==> config.mk <==
export PLATFORM = sky130hd
export DESIGN_NAME = pfTop
export DESIGN_NICKNAME = d
export VERILOG_FILES = /design/src/common/pfPkg.sv /design/src/common/pagerIf.sv /design/src/source/vmaLatch.sv /design/src/pager/pageTable.sv /design/src/source/aprRegs.sv /design/src/dispatch/pageFailDispatch.sv /design/src/source/pfTop.sv
export SDC_FILE = /design/constraint.sdc
export NUM_CORES = 1
export LEC_CHECK = 0
export ABC_AREA = 1
export BUFFER_PORTS_ARGS = -buffer_cell sky130_fd_sc_hd__buf_2
export CELL_PAD_IN_SITES_DETAIL_PLACEMENT = 1
export CELL_PAD_IN_SITES_GLOBAL_PLACEMENT = 2
export CORE_MARGIN = 3
export CORE_UTILIZATION = 30
export CTS_BUF_LIST = sky130_fd_sc_hd__clkbuf_8
export CTS_CLUSTER_SIZE = 10
export DETAILED_ROUTE_END_ITERATION = 8
export GPL_TIMING_DRIVEN = 0
export PLACE_DENSITY = 0.85
export SLEW_MARGIN = 30
export SYNTH_ARGS = -nofsm -noshare
export SYNTH_HDL_FRONTEND = slang
export SYNTH_SLANG_ARGS = --single-unit
==> constraint.sdc <==
create_clock -name clk -period 2.4 [get_ports clk]
set_input_delay 0.48 -clock clk [delete_from_list [all_inputs] [get_ports clk]]
set_output_delay 0.48 -clock clk [all_outputs]
set_load 0.05 [all_outputs]
==> src/common/pfPkg.sv <==
`default_nettype none

package pfPkg;

   ////////////////////////////////////////
   // Page flags
   ////////////////////////////////////////

   // Bit order matches bits 2..0 of a page entry write
   typedef struct packed
   {
      logic valid;       // Entry present
      logic writeable;   // Write test allowed
      logic user;        // User page, else exec page
   } pageFlagsT;

   ////////////////////////////////////////
   // Page fail dispatch codes
   ////////////////////////////////////////

   // Codes the microcode reads back via DP left
   typedef enum logic [3:0]
   {
      dispNone       = 4'd0,
      dispIntr       = 4'd1,     // PI or timer
      dispNxm        = 4'd5,
      dispWriteFail  = 4'd8,     // Write test on read-only page
      dispNotPresent = 4'd10,
      dispMismatch   = 4'd11     // Exec/user mismatch
   } dispCodeT;

   ////////////////////////////////////////
   // APB register map
   ////////////////////////////////////////

   typedef logic [7:0] aprAddrT;

   localparam aprAddrT regAprFlags = 8'h00;
   localparam aprAddrT regDispatch = 8'h04;
   // Page entries at pageBase + 4 * index
   localparam aprAddrT pageBase    = 8'h40;

   // APR flag bit positions
   localparam int aprPageEnBit = 0;

endpackage

`default_nettype wire

==> src/common/pagerIf.sv <==
`timescale 1ns/1ps
`default_nettype none

interface pagerIf;

   import pfPkg::*;

   // Latched access qualifiers
   logic      vmaUser;
   logic      vmaPhys;
   logic      vmaAcRef;
   logic      vmaWrTest;

   // Memory cycle strobe, one enabled cycle after the request
   logic      pfEn;

   // Flags of the latched page
   pageFlagsT pageFlags;

   // VMA latch and page table each drive their own share
   modport source
   (
      output vmaUser, vmaPhys, vmaAcRef, vmaWrTest, pfEn, pageFlags
   );

   // Dispatch only looks
   modport dispatch
   (
      input  vmaUser, vmaPhys, vmaAcRef, vmaWrTest, pfEn, pageFlags
   );

endinterface

`default_nettype wire

==> src/source/vmaLatch.sv <==
`timescale 1ns/1ps
`default_nettype none

module vmaLatch
#(
   parameter int pageBits = 4
)
(
   input  wire                 clk,
   input  wire                 rst,
   input  wire                 clken,
   // Decoded memory cycle bits
   input  wire                 memCycle,
   input  wire                 memFetch,
   input  wire                 memWrTest,
   input  wire                 memPhys,
   input  wire                 memUser,
   input  wire                 memAcRef,
   input  wire [pageBits-1:0]  vmaPage,
   // Latched page number for the table lookup
   output logic [pageBits-1:0] pageIdx,
   // Fetch seen last cycle
   output logic                intrEn,
   pagerIf.source              pb
);

   ////////////////////////////////////////
   // Request strobes
   ////////////////////////////////////////

   // High for the one enabled cycle after a request
   always_ff @(posedge clk or posedge rst)
   begin
      if (rst)
      begin
         pb.pfEn <= 1'b0;
         intrEn  <= 1'b0;
      end
      else if (clken)
      begin
         pb.pfEn <= memCycle;
         // Interrupts are only taken after a fetch
         intrEn  <= memCycle & memFetch;
      end
   end

   ////////////////////////////////////////
   // VMA and qualifiers
   ////////////////////////////////////////

   // Held across non-memory cycles
   always_ff @(posedge clk)
   begin
      if (clken && memCycle)
      begin
         pageIdx      <= vmaPage;
         pb.vmaUser   <= memUser;
         pb.vmaPhys   <= memPhys;
         pb.vmaAcRef  <= memAcRef;
         pb.vmaWrTest <= memWrTest;
      end
   end

endmodule

`default_nettype wire

==> src/pager/pageTable.sv <==
`timescale 1ns/1ps
`default_nettype none

module pageTable
#(
   parameter int pageBits = 4
)
(
   input  wire                   clk,
   input  wire                   rst,
   // Lookup index from the VMA latch
   input  wire [pageBits-1:0]    pageIdx,
   // Write port from APB
   input  wire                   tableWe,
   input  wire [pageBits-1:0]    tableIdx,
   input  wire pfPkg::pageFlagsT tableFlags,
   // Drives pageFlags only
   pagerIf.source                pb
);

   import pfPkg::*;

   localparam int numPages = 1 << pageBits;

   // One flag set per virtual page
   pageFlagsT entries [numPages];

   ////////////////////////////////////////
   // Table fill
   ////////////////////////////////////////

   // Cleared entries are not valid
   always_ff @(posedge clk or posedge rst)
   begin
      if (rst)
      begin
         for (int i = 0; i < numPages; i++)
            entries[i] <= '0;
      end
      else if (tableWe)
         entries[tableIdx] <= tableFlags;
   end

   ////////////////////////////////////////
   // Lookup
   ////////////////////////////////////////

   // Combinational read at the latched page
   // A write lands at the edge, so the new value shows next cycle
   always_comb
   begin
      pb.pageFlags = entries[pageIdx];
   end

endmodule

`default_nettype wire

==> src/source/aprRegs.sv <==
`timescale 1ns/1ps
`default_nettype none

module aprRegs
#(
   parameter int pageBits = 4
)
(
   input  wire                  clk,
   input  wire                  rst,
   // APB slave
   input  wire                  psel,
   input  wire                  penable,
   input  wire                  pwrite,
   input  wire pfPkg::aprAddrT  paddr,
   input  wire [31:0]           pwdata,
   output logic [31:0]          prdata,
   output logic                 pready,
   // Dispatch readback
   input  wire pfPkg::dispCodeT dispPf,
   // APR flags
   output logic                 pageEnable,
   // Page table write port
   output logic                 tableWe,
   output logic [pageBits-1:0]  tableIdx,
   output pfPkg::pageFlagsT     tableFlags
);

   import pfPkg::*;

   // Bytes covered by the page entries
   localparam int pageSpan = 4 << pageBits;

   logic    wrAccess;
   logic    pageHit;
   aprAddrT pageOff;

   ////////////////////////////////////////
   // Address decode
   ////////////////////////////////////////

   // Write commits in the access phase
   assign wrAccess = psel & penable & pwrite;

   // Offset into the page entry window
   assign pageOff = paddr - pageBase;

   // Word aligned and inside the table, else unmapped
   assign pageHit = (paddr >= pageBase) && (pageOff[1:0] == 2'b00) &&
                    (int'(pageOff) < pageSpan);

   // Never stalls
   assign pready = 1'b1;

   ////////////////////////////////////////
   // Register writes
   ////////////////////////////////////////

   always_ff @(posedge clk or posedge rst)
   begin
      if (rst)
         pageEnable <= 1'b0;
      else if (wrAccess && (paddr == regAprFlags))
         pageEnable <= pwdata[aprPageEnBit];
   end

   // Page entry write strobe, one cycle
   assign tableWe    = wrAccess & pageHit;
   assign tableIdx   = pageOff[pageBits+1:2];
   assign tableFlags = pageFlagsT'(pwdata[2:0]);

   ////////////////////////////////////////
   // Read mux
   ////////////////////////////////////////

   // Page entries and unmapped addresses read zero
   always_comb
   begin
      prdata = 32'd0;
      if (psel && !pwrite)
      begin
         case (paddr)
            regAprFlags : prdata[aprPageEnBit] = pageEnable;
            regDispatch : prdata[3:0]          = dispPf;
            default     : prdata               = 32'd0;
         endcase
      end
   end

endmodule

`default_nettype wire

==> src/dispatch/pageFailDispatch.sv <==
`timescale 1ns/1ps
`default_nettype none

module pageFailDispatch
(
   input  wire              clk,
   input  wire              rst,
   input  wire              clken,
   // Microcode clears the dispatch register
   input  wire              specMemClr,
   // APR flag
   input  wire              pageEnable,
   // Fetch last cycle
   input  wire              intrEn,
   // Interrupt sources
   input  wire              piIntr,
   input  wire              timerIntr,
   input  wire              nxmIntr,
   pagerIf.dispatch         pb,
   output logic             pageFail,
   output pfPkg::dispCodeT  dispPf
);

   import pfPkg::*;

   dispCodeT dispatch;
   logic     pageChk;

   ////////////////////////////////////////
   // Fault priority
   ////////////////////////////////////////

   // Paging applies to translated, non AC accesses
   assign pageChk = pb.pfEn & pageEnable & ~pb.vmaPhys & ~pb.vmaAcRef;

   // Interrupts first, then page faults
   always_comb
   begin
      pageFail = 1'b0;
      dispatch = dispNone;
      if (intrEn && nxmIntr)
      begin
         pageFail = 1'b1;
         dispatch = dispNxm;
      end
      else if (intrEn && (piIntr || timerIntr))
      begin
         pageFail = 1'b1;
         dispatch = dispIntr;
      end
      // Page not valid
      else if (pageChk && !pb.pageFlags.valid)
      begin
         pageFail = 1'b1;
         dispatch = dispNotPresent;
      end
      // Exec/user mismatch
      else if (pageChk && (pb.vmaUser != pb.pageFlags.user))
      begin
         pageFail = 1'b1;
         dispatch = dispMismatch;
      end
      // Write test on read-only page
      else if (pageChk && pb.vmaWrTest && !pb.pageFlags.writeable)
      begin
         pageFail = 1'b1;
         dispatch = dispWriteFail;
      end
   end

   ////////////////////////////////////////
   // Dispatch register
   ////////////////////////////////////////

   // New fault beats the clear
   always_ff @(posedge clk or posedge rst)
   begin
      if (rst)
         dispPf <= dispNone;
      else if (clken)
      begin
         if (pageFail)
            dispPf <= dispatch;
         else if (specMemClr)
            dispPf <= dispNone;
      end
   end

endmodule

`default_nettype wire

==> src/source/pfTop.sv <==
`timescale 1ns/1ps
`default_nettype none

module pfTop
#(
   parameter int pageBits = 4
)
(
   input  wire                  clk,
   input  wire                  rst,
   input  wire                  clken,
   // Memory request from microcode
   input  wire                  memCycle,
   input  wire                  memFetch,
   input  wire                  memWrTest,
   input  wire                  memPhys,
   input  wire                  memUser,
   input  wire                  memAcRef,
   input  wire [pageBits-1:0]   vmaPage,
   input  wire                  specMemClr,
   // Interrupts
   input  wire                  piIntr,
   input  wire                  timerIntr,
   input  wire                  nxmIntr,
   // APB
   input  wire                  psel,
   input  wire                  penable,
   input  wire                  pwrite,
   input  wire pfPkg::aprAddrT  paddr,
   input  wire [31:0]           pwdata,
   output logic [31:0]          prdata,
   output logic                 pready,
   // Dispatch to microcode
   output logic                 pageFail,
   output pfPkg::dispCodeT      dispPf
);

   import pfPkg::*;

   logic                pageEnable;
   logic                intrEn;
   logic [pageBits-1:0] pageIdx;
   logic                tableWe;
   logic [pageBits-1:0] tableIdx;
   pageFlagsT           tableFlags;

   // VMA side to dispatch
   pagerIf pagerBus ();

   vmaLatch #(.pageBits(pageBits)) vmaLatch_i
   (
      .clk, .rst, .clken, .memCycle, .memFetch, .memWrTest, .memPhys, .memUser,
      .memAcRef, .vmaPage, .pageIdx, .intrEn, .pb(pagerBus)
   );

   pageTable #(.pageBits(pageBits)) pageTable_i
   (
      .clk, .rst, .pageIdx, .tableWe, .tableIdx, .tableFlags, .pb(pagerBus)
   );

   aprRegs #(.pageBits(pageBits)) aprRegs_i
   (
      .clk, .rst, .psel, .penable, .pwrite, .paddr, .pwdata, .prdata, .pready,
      .dispPf, .pageEnable, .tableWe, .tableIdx, .tableFlags
   );

   pageFailDispatch pageFailDispatch_i
   (
      .clk, .rst, .clken, .specMemClr, .pageEnable, .intrEn, .piIntr, .timerIntr,
      .nxmIntr, .pb(pagerBus), .pageFail, .dispPf
   );

endmodule

`default_nettype wire

==> impl_metrics.py, run 1 <==
metrics = {
    "global_routing": {
        "grt_max_degree": 42,
        "grt_usage_pct": 16.11,
        "grt_pass1_vias": 3035,
        "grt_pass1_wl_um": 15780,
        "grt_overflow": 0,
        "antenna_found_initial": 0,
    },
    "clock_network": {
        "cts_buffer_depth": 2,
        "h-tree-depth": 3,
        "clkTransAtPathRegs_ns": 0.08,
        "cts-buffers-inserted": 9,
        "root_buffer": "clkbuf_8",
        "cts_sinks": 63,
        "insertion_delay_ns": 0.36,
        "cts_tree": "done",
    },
    "synth": {
        "ys_seq_area_share_pct": 48.53,
        "synth_top_area_share_pct": 41.32,
        "ys_async_sr_fraction_pct": 87.30,
        "synth.avg_cell_area_um2": 8.285,
        "synth-seq-cells": 63,
        "synth.cell_area_um2": 3331,
        "synthFlopType": "dfrtp_1",
        "synth_top_cell_by_area": "dfrtp_1",
        "yosysWarningCount": 0,
        "synth_edf_count": 8,
        "synthTopCellsByArea": "dfrtp_1, nand2_1, o21ai_0",
        "synth.distinct_cells": 30,
        "postSynthCellCount": 402,
    },
    "run_status": {
        "violations": "negative setup slack",
        "status": "complete, but fails checks",
    },
    "sta": {
        "drv_slew": 0,
        "whs_ns": 0.04113,
        "setup_tns_ns": -0.04376,
        "fin_crit_ns": 2.444,
        "fin_skew_ns": 0.008400,
        "finalCritPeriodShare_pct": 101.8,
        "relSlewSlack_pct": 50.17,
        "setup_violations": 1,
        "fin_ws_ns": -0.04376,
        "fmax_ghz": 0.4092,
        "worst_pin_slew_ns": 0.7411,
        "hold_violations": 0,
        "rsz0062_at_grt": "yes",
    },
    "finish": {
        "fin_area_um2": 4235,
        "final_common_cell": "nand2_1",
        "fillers": 1305,
        "nets": 553,
        "mostFrequentLayoutCells": "nand2_1, dfrtp_1, o21ai_0",
        "drive_above_1_share_pct": 26.31,
        "area_growth_pct": 27.16,
        "diodes": 0,
    },
    "power_and_ir_drop": {
        "p_clk_share_pct": 34.0,
        "ir_worst_vdd_uv": 185.6,
        "internal_power_mw": 1.656,
        "switching_share_pct": 31.10,
        "p_seq_share_pct": 47.0,
        "power.leakage_nw": 2.085,
        "combPwrFrac_pct": 19.0,
        "p_per_area_nw_per_um2": 567.4,
        "p_sw_mw": 0.7475,
    },
    "floorplan": {
        "core_area_um2": 10560,
        "die_x_um": 111.4,
        "die_area_um2": 12400,
        "initial_core_util_pct": 31.56,
        "fp.dieH_um": 111.4,
        "rows": 37,
        "io_pins": 98,
    },
    "drt": {
        "drcViolationCount": 0,
        "antenna_left": 0,
        "wl_per_cell_um": 15.16,
        "first_iter_violations": 95,
        "vias": 2942,
        "first_pass_iters": 4,
        "viasPerCell": 4.640,
        "wl_um": 9610,
    },
    "critical_path": {
        "crit_path_end_kind": "primary output",
        "critPathMaxFanout": 10,
        "path_class": "reg -> out",
        "start_kind": "flip-flop",
        "worstPathRequired_ns": 1.92,
        "worstPathArrival_ns": 1.96,
    },
    "placement": {
        "portBuffers": 39,
        "place_area_um2": 3820,
        "dpl.hpwl_um": 6999,
        "gp_congestion": 0.8051,
    },
    "hold_path": {
        "hp-class": "in -> async",
    },
    "job": {
        "maxCapViolations": 0,
    },
}
[cell type report]
class	instances	area [um2]	share of cell area (%)
Buffer	40	321.6	7.592
Clock buffer	10	137.6	3.250
Sequential cell	63	1617	38.17
Clock inverter	6	30.03	0.7090
Multi-Input combinational cell	286	1423	33.59
Tap cell	136	170.2	4.018
Timing Repair Buffer	53	376.6	8.892
Inverter	40	160.2	3.781
[registers in the layout, indices dropped and copies added, names as in the netlist]
register and cells:
vmaLatch_i.pageIdx 4, vmaLatch_i.pb.vmaUser 1, vmaLatch_i.pb.vmaPhys 1, vmaLatch_i.intrEn 1
aprRegs_i.pageEnable 1, vmaLatch_i.pb.pfEn 1, pageFailDispatch_i.dispPf 4, vmaLatch_i.pb.vmaWrTest 1
pageTable_i.entries 48, vmaLatch_i.pb.vmaAcRef 1
[cell usage after synthesis, types with 2 or more instances]
library cell and instances:
a21oi_1 2, nand4_1 2, buf_6 2, dfrtp_1 55, o211ai_1 8, conb_1 2, inv_1 39, edfxtp_1 8
clkbuf_1 3, nor3b_1 3, o21ai_0 57, nand2_1 91, o21ai_1 8, nor2_1 31, nor4_1 2, buf_8 2
nand2_2 3, nand3_2 2, buf_2 3, nand3_1 40, buf_4 30
[final timing paths]
path | from | to | slack (ns) | cells after the start
setup / recovery | vmaLatch_i.pageIdx[1]$_DFFE_PP_ | pageFail | -0.04 | 8
hold / removal | rst | pageTable_i.entries[29]$_DFFE_PP0P_ | 0.04 | 2
setup reg to reg | vmaLatch_i.pageIdx[1]$_DFFE_PP_ | pageFailDispatch_i.dispPf[1]$_DFFE_PP0P_ | 0.41 | 12
hold reg to reg | pageTable_i.entries[42]$_DFFE_PP0P_ | pageTable_i.entries[42]$_DFFE_PP0P_ | 0.49 | 2
max in group asynchronous | rst | pageTable_i.entries[13]$_DFFE_PP0P_ | 1.86 | 3
min in group clk | memPhys | vmaLatch_i.pb.vmaPhys$_DFFE_PP_ | 0.30 | 1
[logic make-up (layout without fill, tap and decap cells)]
group,after synthesis,after routing,share of synthesized area (%)
compound gates,78,78,12.89
buf+inv,80,149,13.86
flops,63,63,48.53
other cells,2,29,0.2255
simple gates,179,179,24.49
[power groups by stage]
stage / Combinational (mW) / Clock [mW] / Sequential (mW)
2_1_floorplan: 0.289 / 0 / 1.16
3_3_place_gp: 0.385 / 0 / 1.15
3_5_place_dp: 0.397 / 0 / 1.15
4_1_cts: 0.452 / 0.832 / 1.13
5_1_grt: 0.497 / 0.880 / 1.13
6_report: 0.457 / 0.817 / 1.13
[timing repair]
action,CTS,global route
pin swaps,15,6
resized for setup,29,5
cloned,2,0
hold buffers,0,0
endpoints found under the setup margin,1,4
setup buffers,11,0
[metal layers]
metal | vias to the layer above | track usage [%] | share of wire, %
met3 | 15 | 3.641 | 4.3
met1 | 1418 | 21.33 | 46
met4 | 0 | 6.245 | 1.8
li1 | 1447 | - | -
met2 | 62 | 25.73 | 48
met5 | - | 0 | 0
[per-stage QoR]
| step | util [%] | std cells | power [mW] | worst slack (ns) |
|---|---|---|---|---|
| 2_1_floorplan | - | 429 | 1.446 | -0.3000 |
| 3_3_place_gp | 35.98 | 604 | 1.537 | -0.2138 |
| 3_5_place_dp | 36.19 | 605 | 1.550 | 0.006400 |
| 4_1_cts | 39.90 | 634 | 2.414 | -0.06999 |
| 5_1_grt | 40.13 | 634 | 2.510 | -0.1611 |
| 6_report | 40.13 | 634 | 2.403 | -0.04376 |
[worst max-delay path, cell delays in order (launching register included)]
cell      delay [ns]
edfxtp_1        0.46
inv_2           0.10
buf_6           0.15
o21ai_0         0.09
o211ai_1        0.26
nand3_1         0.14
nand3_2         0.12
nand4_4         0.09
buf_8           0.19
No activity file was read; power rests on OpenSTA's default activity.
==> run 2, diff against run 1 <==
--- a/config.mk
+++ b/config.mk
@@ -16,6 +16,7 @@
 export DETAILED_ROUTE_END_ITERATION = 8
 export GPL_TIMING_DRIVEN = 0
 export PLACE_DENSITY = 0.85
+export SKIP_CTS_REPAIR_TIMING = 1
 export SLEW_MARGIN = 30
 export SYNTH_ARGS = -nofsm -noshare
 export SYNTH_HDL_FRONTEND = slang
==> run 2 against run 1 <==
  * The flow still finishes with violations (negative setup slack)
  * Sequential power about the same
  * Register-to-register slack worse by 0.08 ns
  * Core utilization is 0.11 points higher
  * Die area is the same
  * Worst setup slack worse by 0.11 ns
  * Sequential share of layout area decreased by 0.10 points
  * Hold slack improved by 0.0024 ns
  * Total power is 0.30% lower
  * Final area rose by 0.27%
  * Final cell count is 0.16% lower
  * Count of clock-buffer cells in the layout is the same
  * Combinational power is 2% lower
  * Critical endpoint unchanged
  * Highest routed layer unchanged
==> impl_metrics.py, run 2 (same netlist as run 1, synthesis figures left out) <==
metrics = {
    "run_status": {
        "violations": "negative setup slack",
        "status": "complete, but fails checks",
    },
    "global_routing": {
        "grt_pass1_vias": 2922,
        "antenna_found_initial": 0,
        "grt_usage_pct": 15.26,
        "grt_overflow": 0,
        "grt_max_degree": 42,
        "grt_pass1_wl_um": 15010,
    },
    "clock_network": {
        "h-tree-depth": 3,
        "cts_buffer_depth": 2,
        "cts_sinks": 63,
        "clkTransAtPathRegs_ns": 0.08,
        "root_buffer": "clkbuf_8",
        "cts-buffers-inserted": 9,
        "insertion_delay_ns": 0.36,
        "cts_tree": "done",
    },
    "sta": {
        "hold_violations": 0,
        "whs_ns": 0.04349,
        "drv_slew": 0,
        "setup_violations": 1,
        "fmax_ghz": 0.3910,
        "setup_tns_ns": -0.1574,
        "rsz0062_at_grt": "yes",
        "fin_crit_ns": 2.557,
        "relSlewSlack_pct": 50.25,
        "fin_ws_ns": -0.1574,
        "fin_skew_ns": 0.01057,
        "finalCritPeriodShare_pct": 106.6,
        "worst_pin_slew_ns": 0.7399,
    },
    "finish": {
        "diodes": 0,
        "fin_area_um2": 4247,
        "final_common_cell": "nand2_1",
        "layout.cells.non_filler": 633,
        "largest_reg_flops": 48,
        "drive_above_1_share_pct": 26.76,
        "regMostFlops": "pageTable_i.entries",
        "mostFrequentLayoutCells": "nand2_1, dfrtp_1, o21ai_0",
        "nets": 552,
        "area_growth_pct": 27.50,
        "largestRegisters": "pageTable_i.entries x48, pageFailDispatch_i.dispPf x4, vmaLatch_i.pageIdx x4",
        "fillers": 1306,
        "fin_util_pct": 40.23,
    },
    "critical_path": {
        "cp_slowest_cell": "edfxtp_1",
        "crit_path_end_kind": "primary output",
        "cpPeakStageDelay_ns": 0.50,
        "worstPathRequired_ns": 1.92,
        "path_class": "reg -> out",
        "worstPathArrival_ns": 2.08,
        "path_buf_inv": 3,
        "crit_family": "buffers and inverters",
        "start_kind": "flip-flop",
        "regToRegSetupSlack_ns": 0.33,
        "critPathMaxFanout": 5,
        "crit_chain": "inv_2 > clkbuf_16 > o21ai_2 > o211ai_1 > nand3_1 > nand3_4 > nand4_4 > buf_8",
    },
    "placement": {
        "dpl.hpwl_um": 6999,
        "pre_cts_slack_ns": 0.006400,
        "place_area_um2": 3820,
        "gp_congestion": 0.8051,
        "portBuffers": 39,
        "dp_cells": 605,
    },
    "drt": {
        "vias": 2952,
        "drcViolationCount": 0,
        "first_pass_iters": 4,
        "wl_um": 9455,
        "antenna_left": 0,
        "viasPerCell": 4.664,
        "wl_per_cell_um": 14.94,
        "first_iter_violations": 126,
    },
    "floorplan": {
        "fp.dieH_um": 111.4,
        "initial_core_util_pct": 31.56,
        "io_pins": 98,
        "die_x_um": 111.4,
        "rows": 37,
        "die_area_um2": 12400,
        "core_area_um2": 10560,
    },
    "power_and_ir_drop": {
        "p_per_area_nw_per_um2": 564.2,
        "power.leakage_nw": 2.083,
        "ir_worst_vdd_uv": 187.6,
        "power_mw": 2.396,
    },
    "job": {
        "maxCapViolations": 0,
    },
    "hold_path": {
        "hp-class": "in -> async",
    },
}
run 2: cell types whose count changed in the layout (fill, tap and decap cells not counted), sizes merged:
cell | before | now
buf | 89 | 86
clkbuf | 14 | 16
run 2: final cells by class:
cell class | count | area [um2] | area share [%]
Tap cell | 136 | 170.2 | 4.007
Sequential cell | 63 | 1617 | 38.07
Timing Repair Buffer | 52 | 339.1 | 7.985
Clock inverter | 6 | 30.03 | 0.7071
Clock buffer | 10 | 137.6 | 3.241
Buffer | 40 | 325.3 | 7.661
Inverter | 40 | 160.2 | 3.771
Multi-Input combinational cell | 286 | 1468 | 34.56
run 2: routing by layer:
layer / GRT usage [%] / vias up / share of wire (%)
li1: - / 1444 / -
met1: 20.81 / 1429 / 45
met2: 23.72 / 61 / 49
met3: 3.315 / 18 / 3.5
met4: 6.002 / 0 / 2.2
met5: 0 / - / 0
run 2: worst paths after layout:
check | start | to | cells after the start
worst max-delay path | vmaLatch_i.pageIdx[1]$_DFFE_PP_ | pageFail | 8
worst min-delay path | rst | pageTable_i.entries[29]$_DFFE_PP0P_ | 2
worst max register to register | vmaLatch_i.pageIdx[1]$_DFFE_PP_ | pageFailDispatch_i.dispPf[1]$_DFFE_PP0P_ | 12
worst min register to register | pageTable_i.entries[42]$_DFFE_PP0P_ | pageTable_i.entries[42]$_DFFE_PP0P_ | 2
max in group asynchronous | rst | pageTable_i.entries[13]$_DFFE_PP0P_ | 3
min in group clk | memPhys | vmaLatch_i.pb.vmaPhys$_DFFE_PP_ | 1
run 2: power breakdown:
| part | switching (mW) | leakage, nW | total [mW] | internal (mW) |
|---|---|---|---|---|
| logic | 0.300 | 1.15 | 0.450 | 0.150 |
| registers | 0.0232 | 0.838 | 1.13 | 1.11 |
| clock network | 0.423 | 0.0944 | 0.813 | 0.390 |
| total | 0.746 | 2.08 | 2.40 | 1.65 |
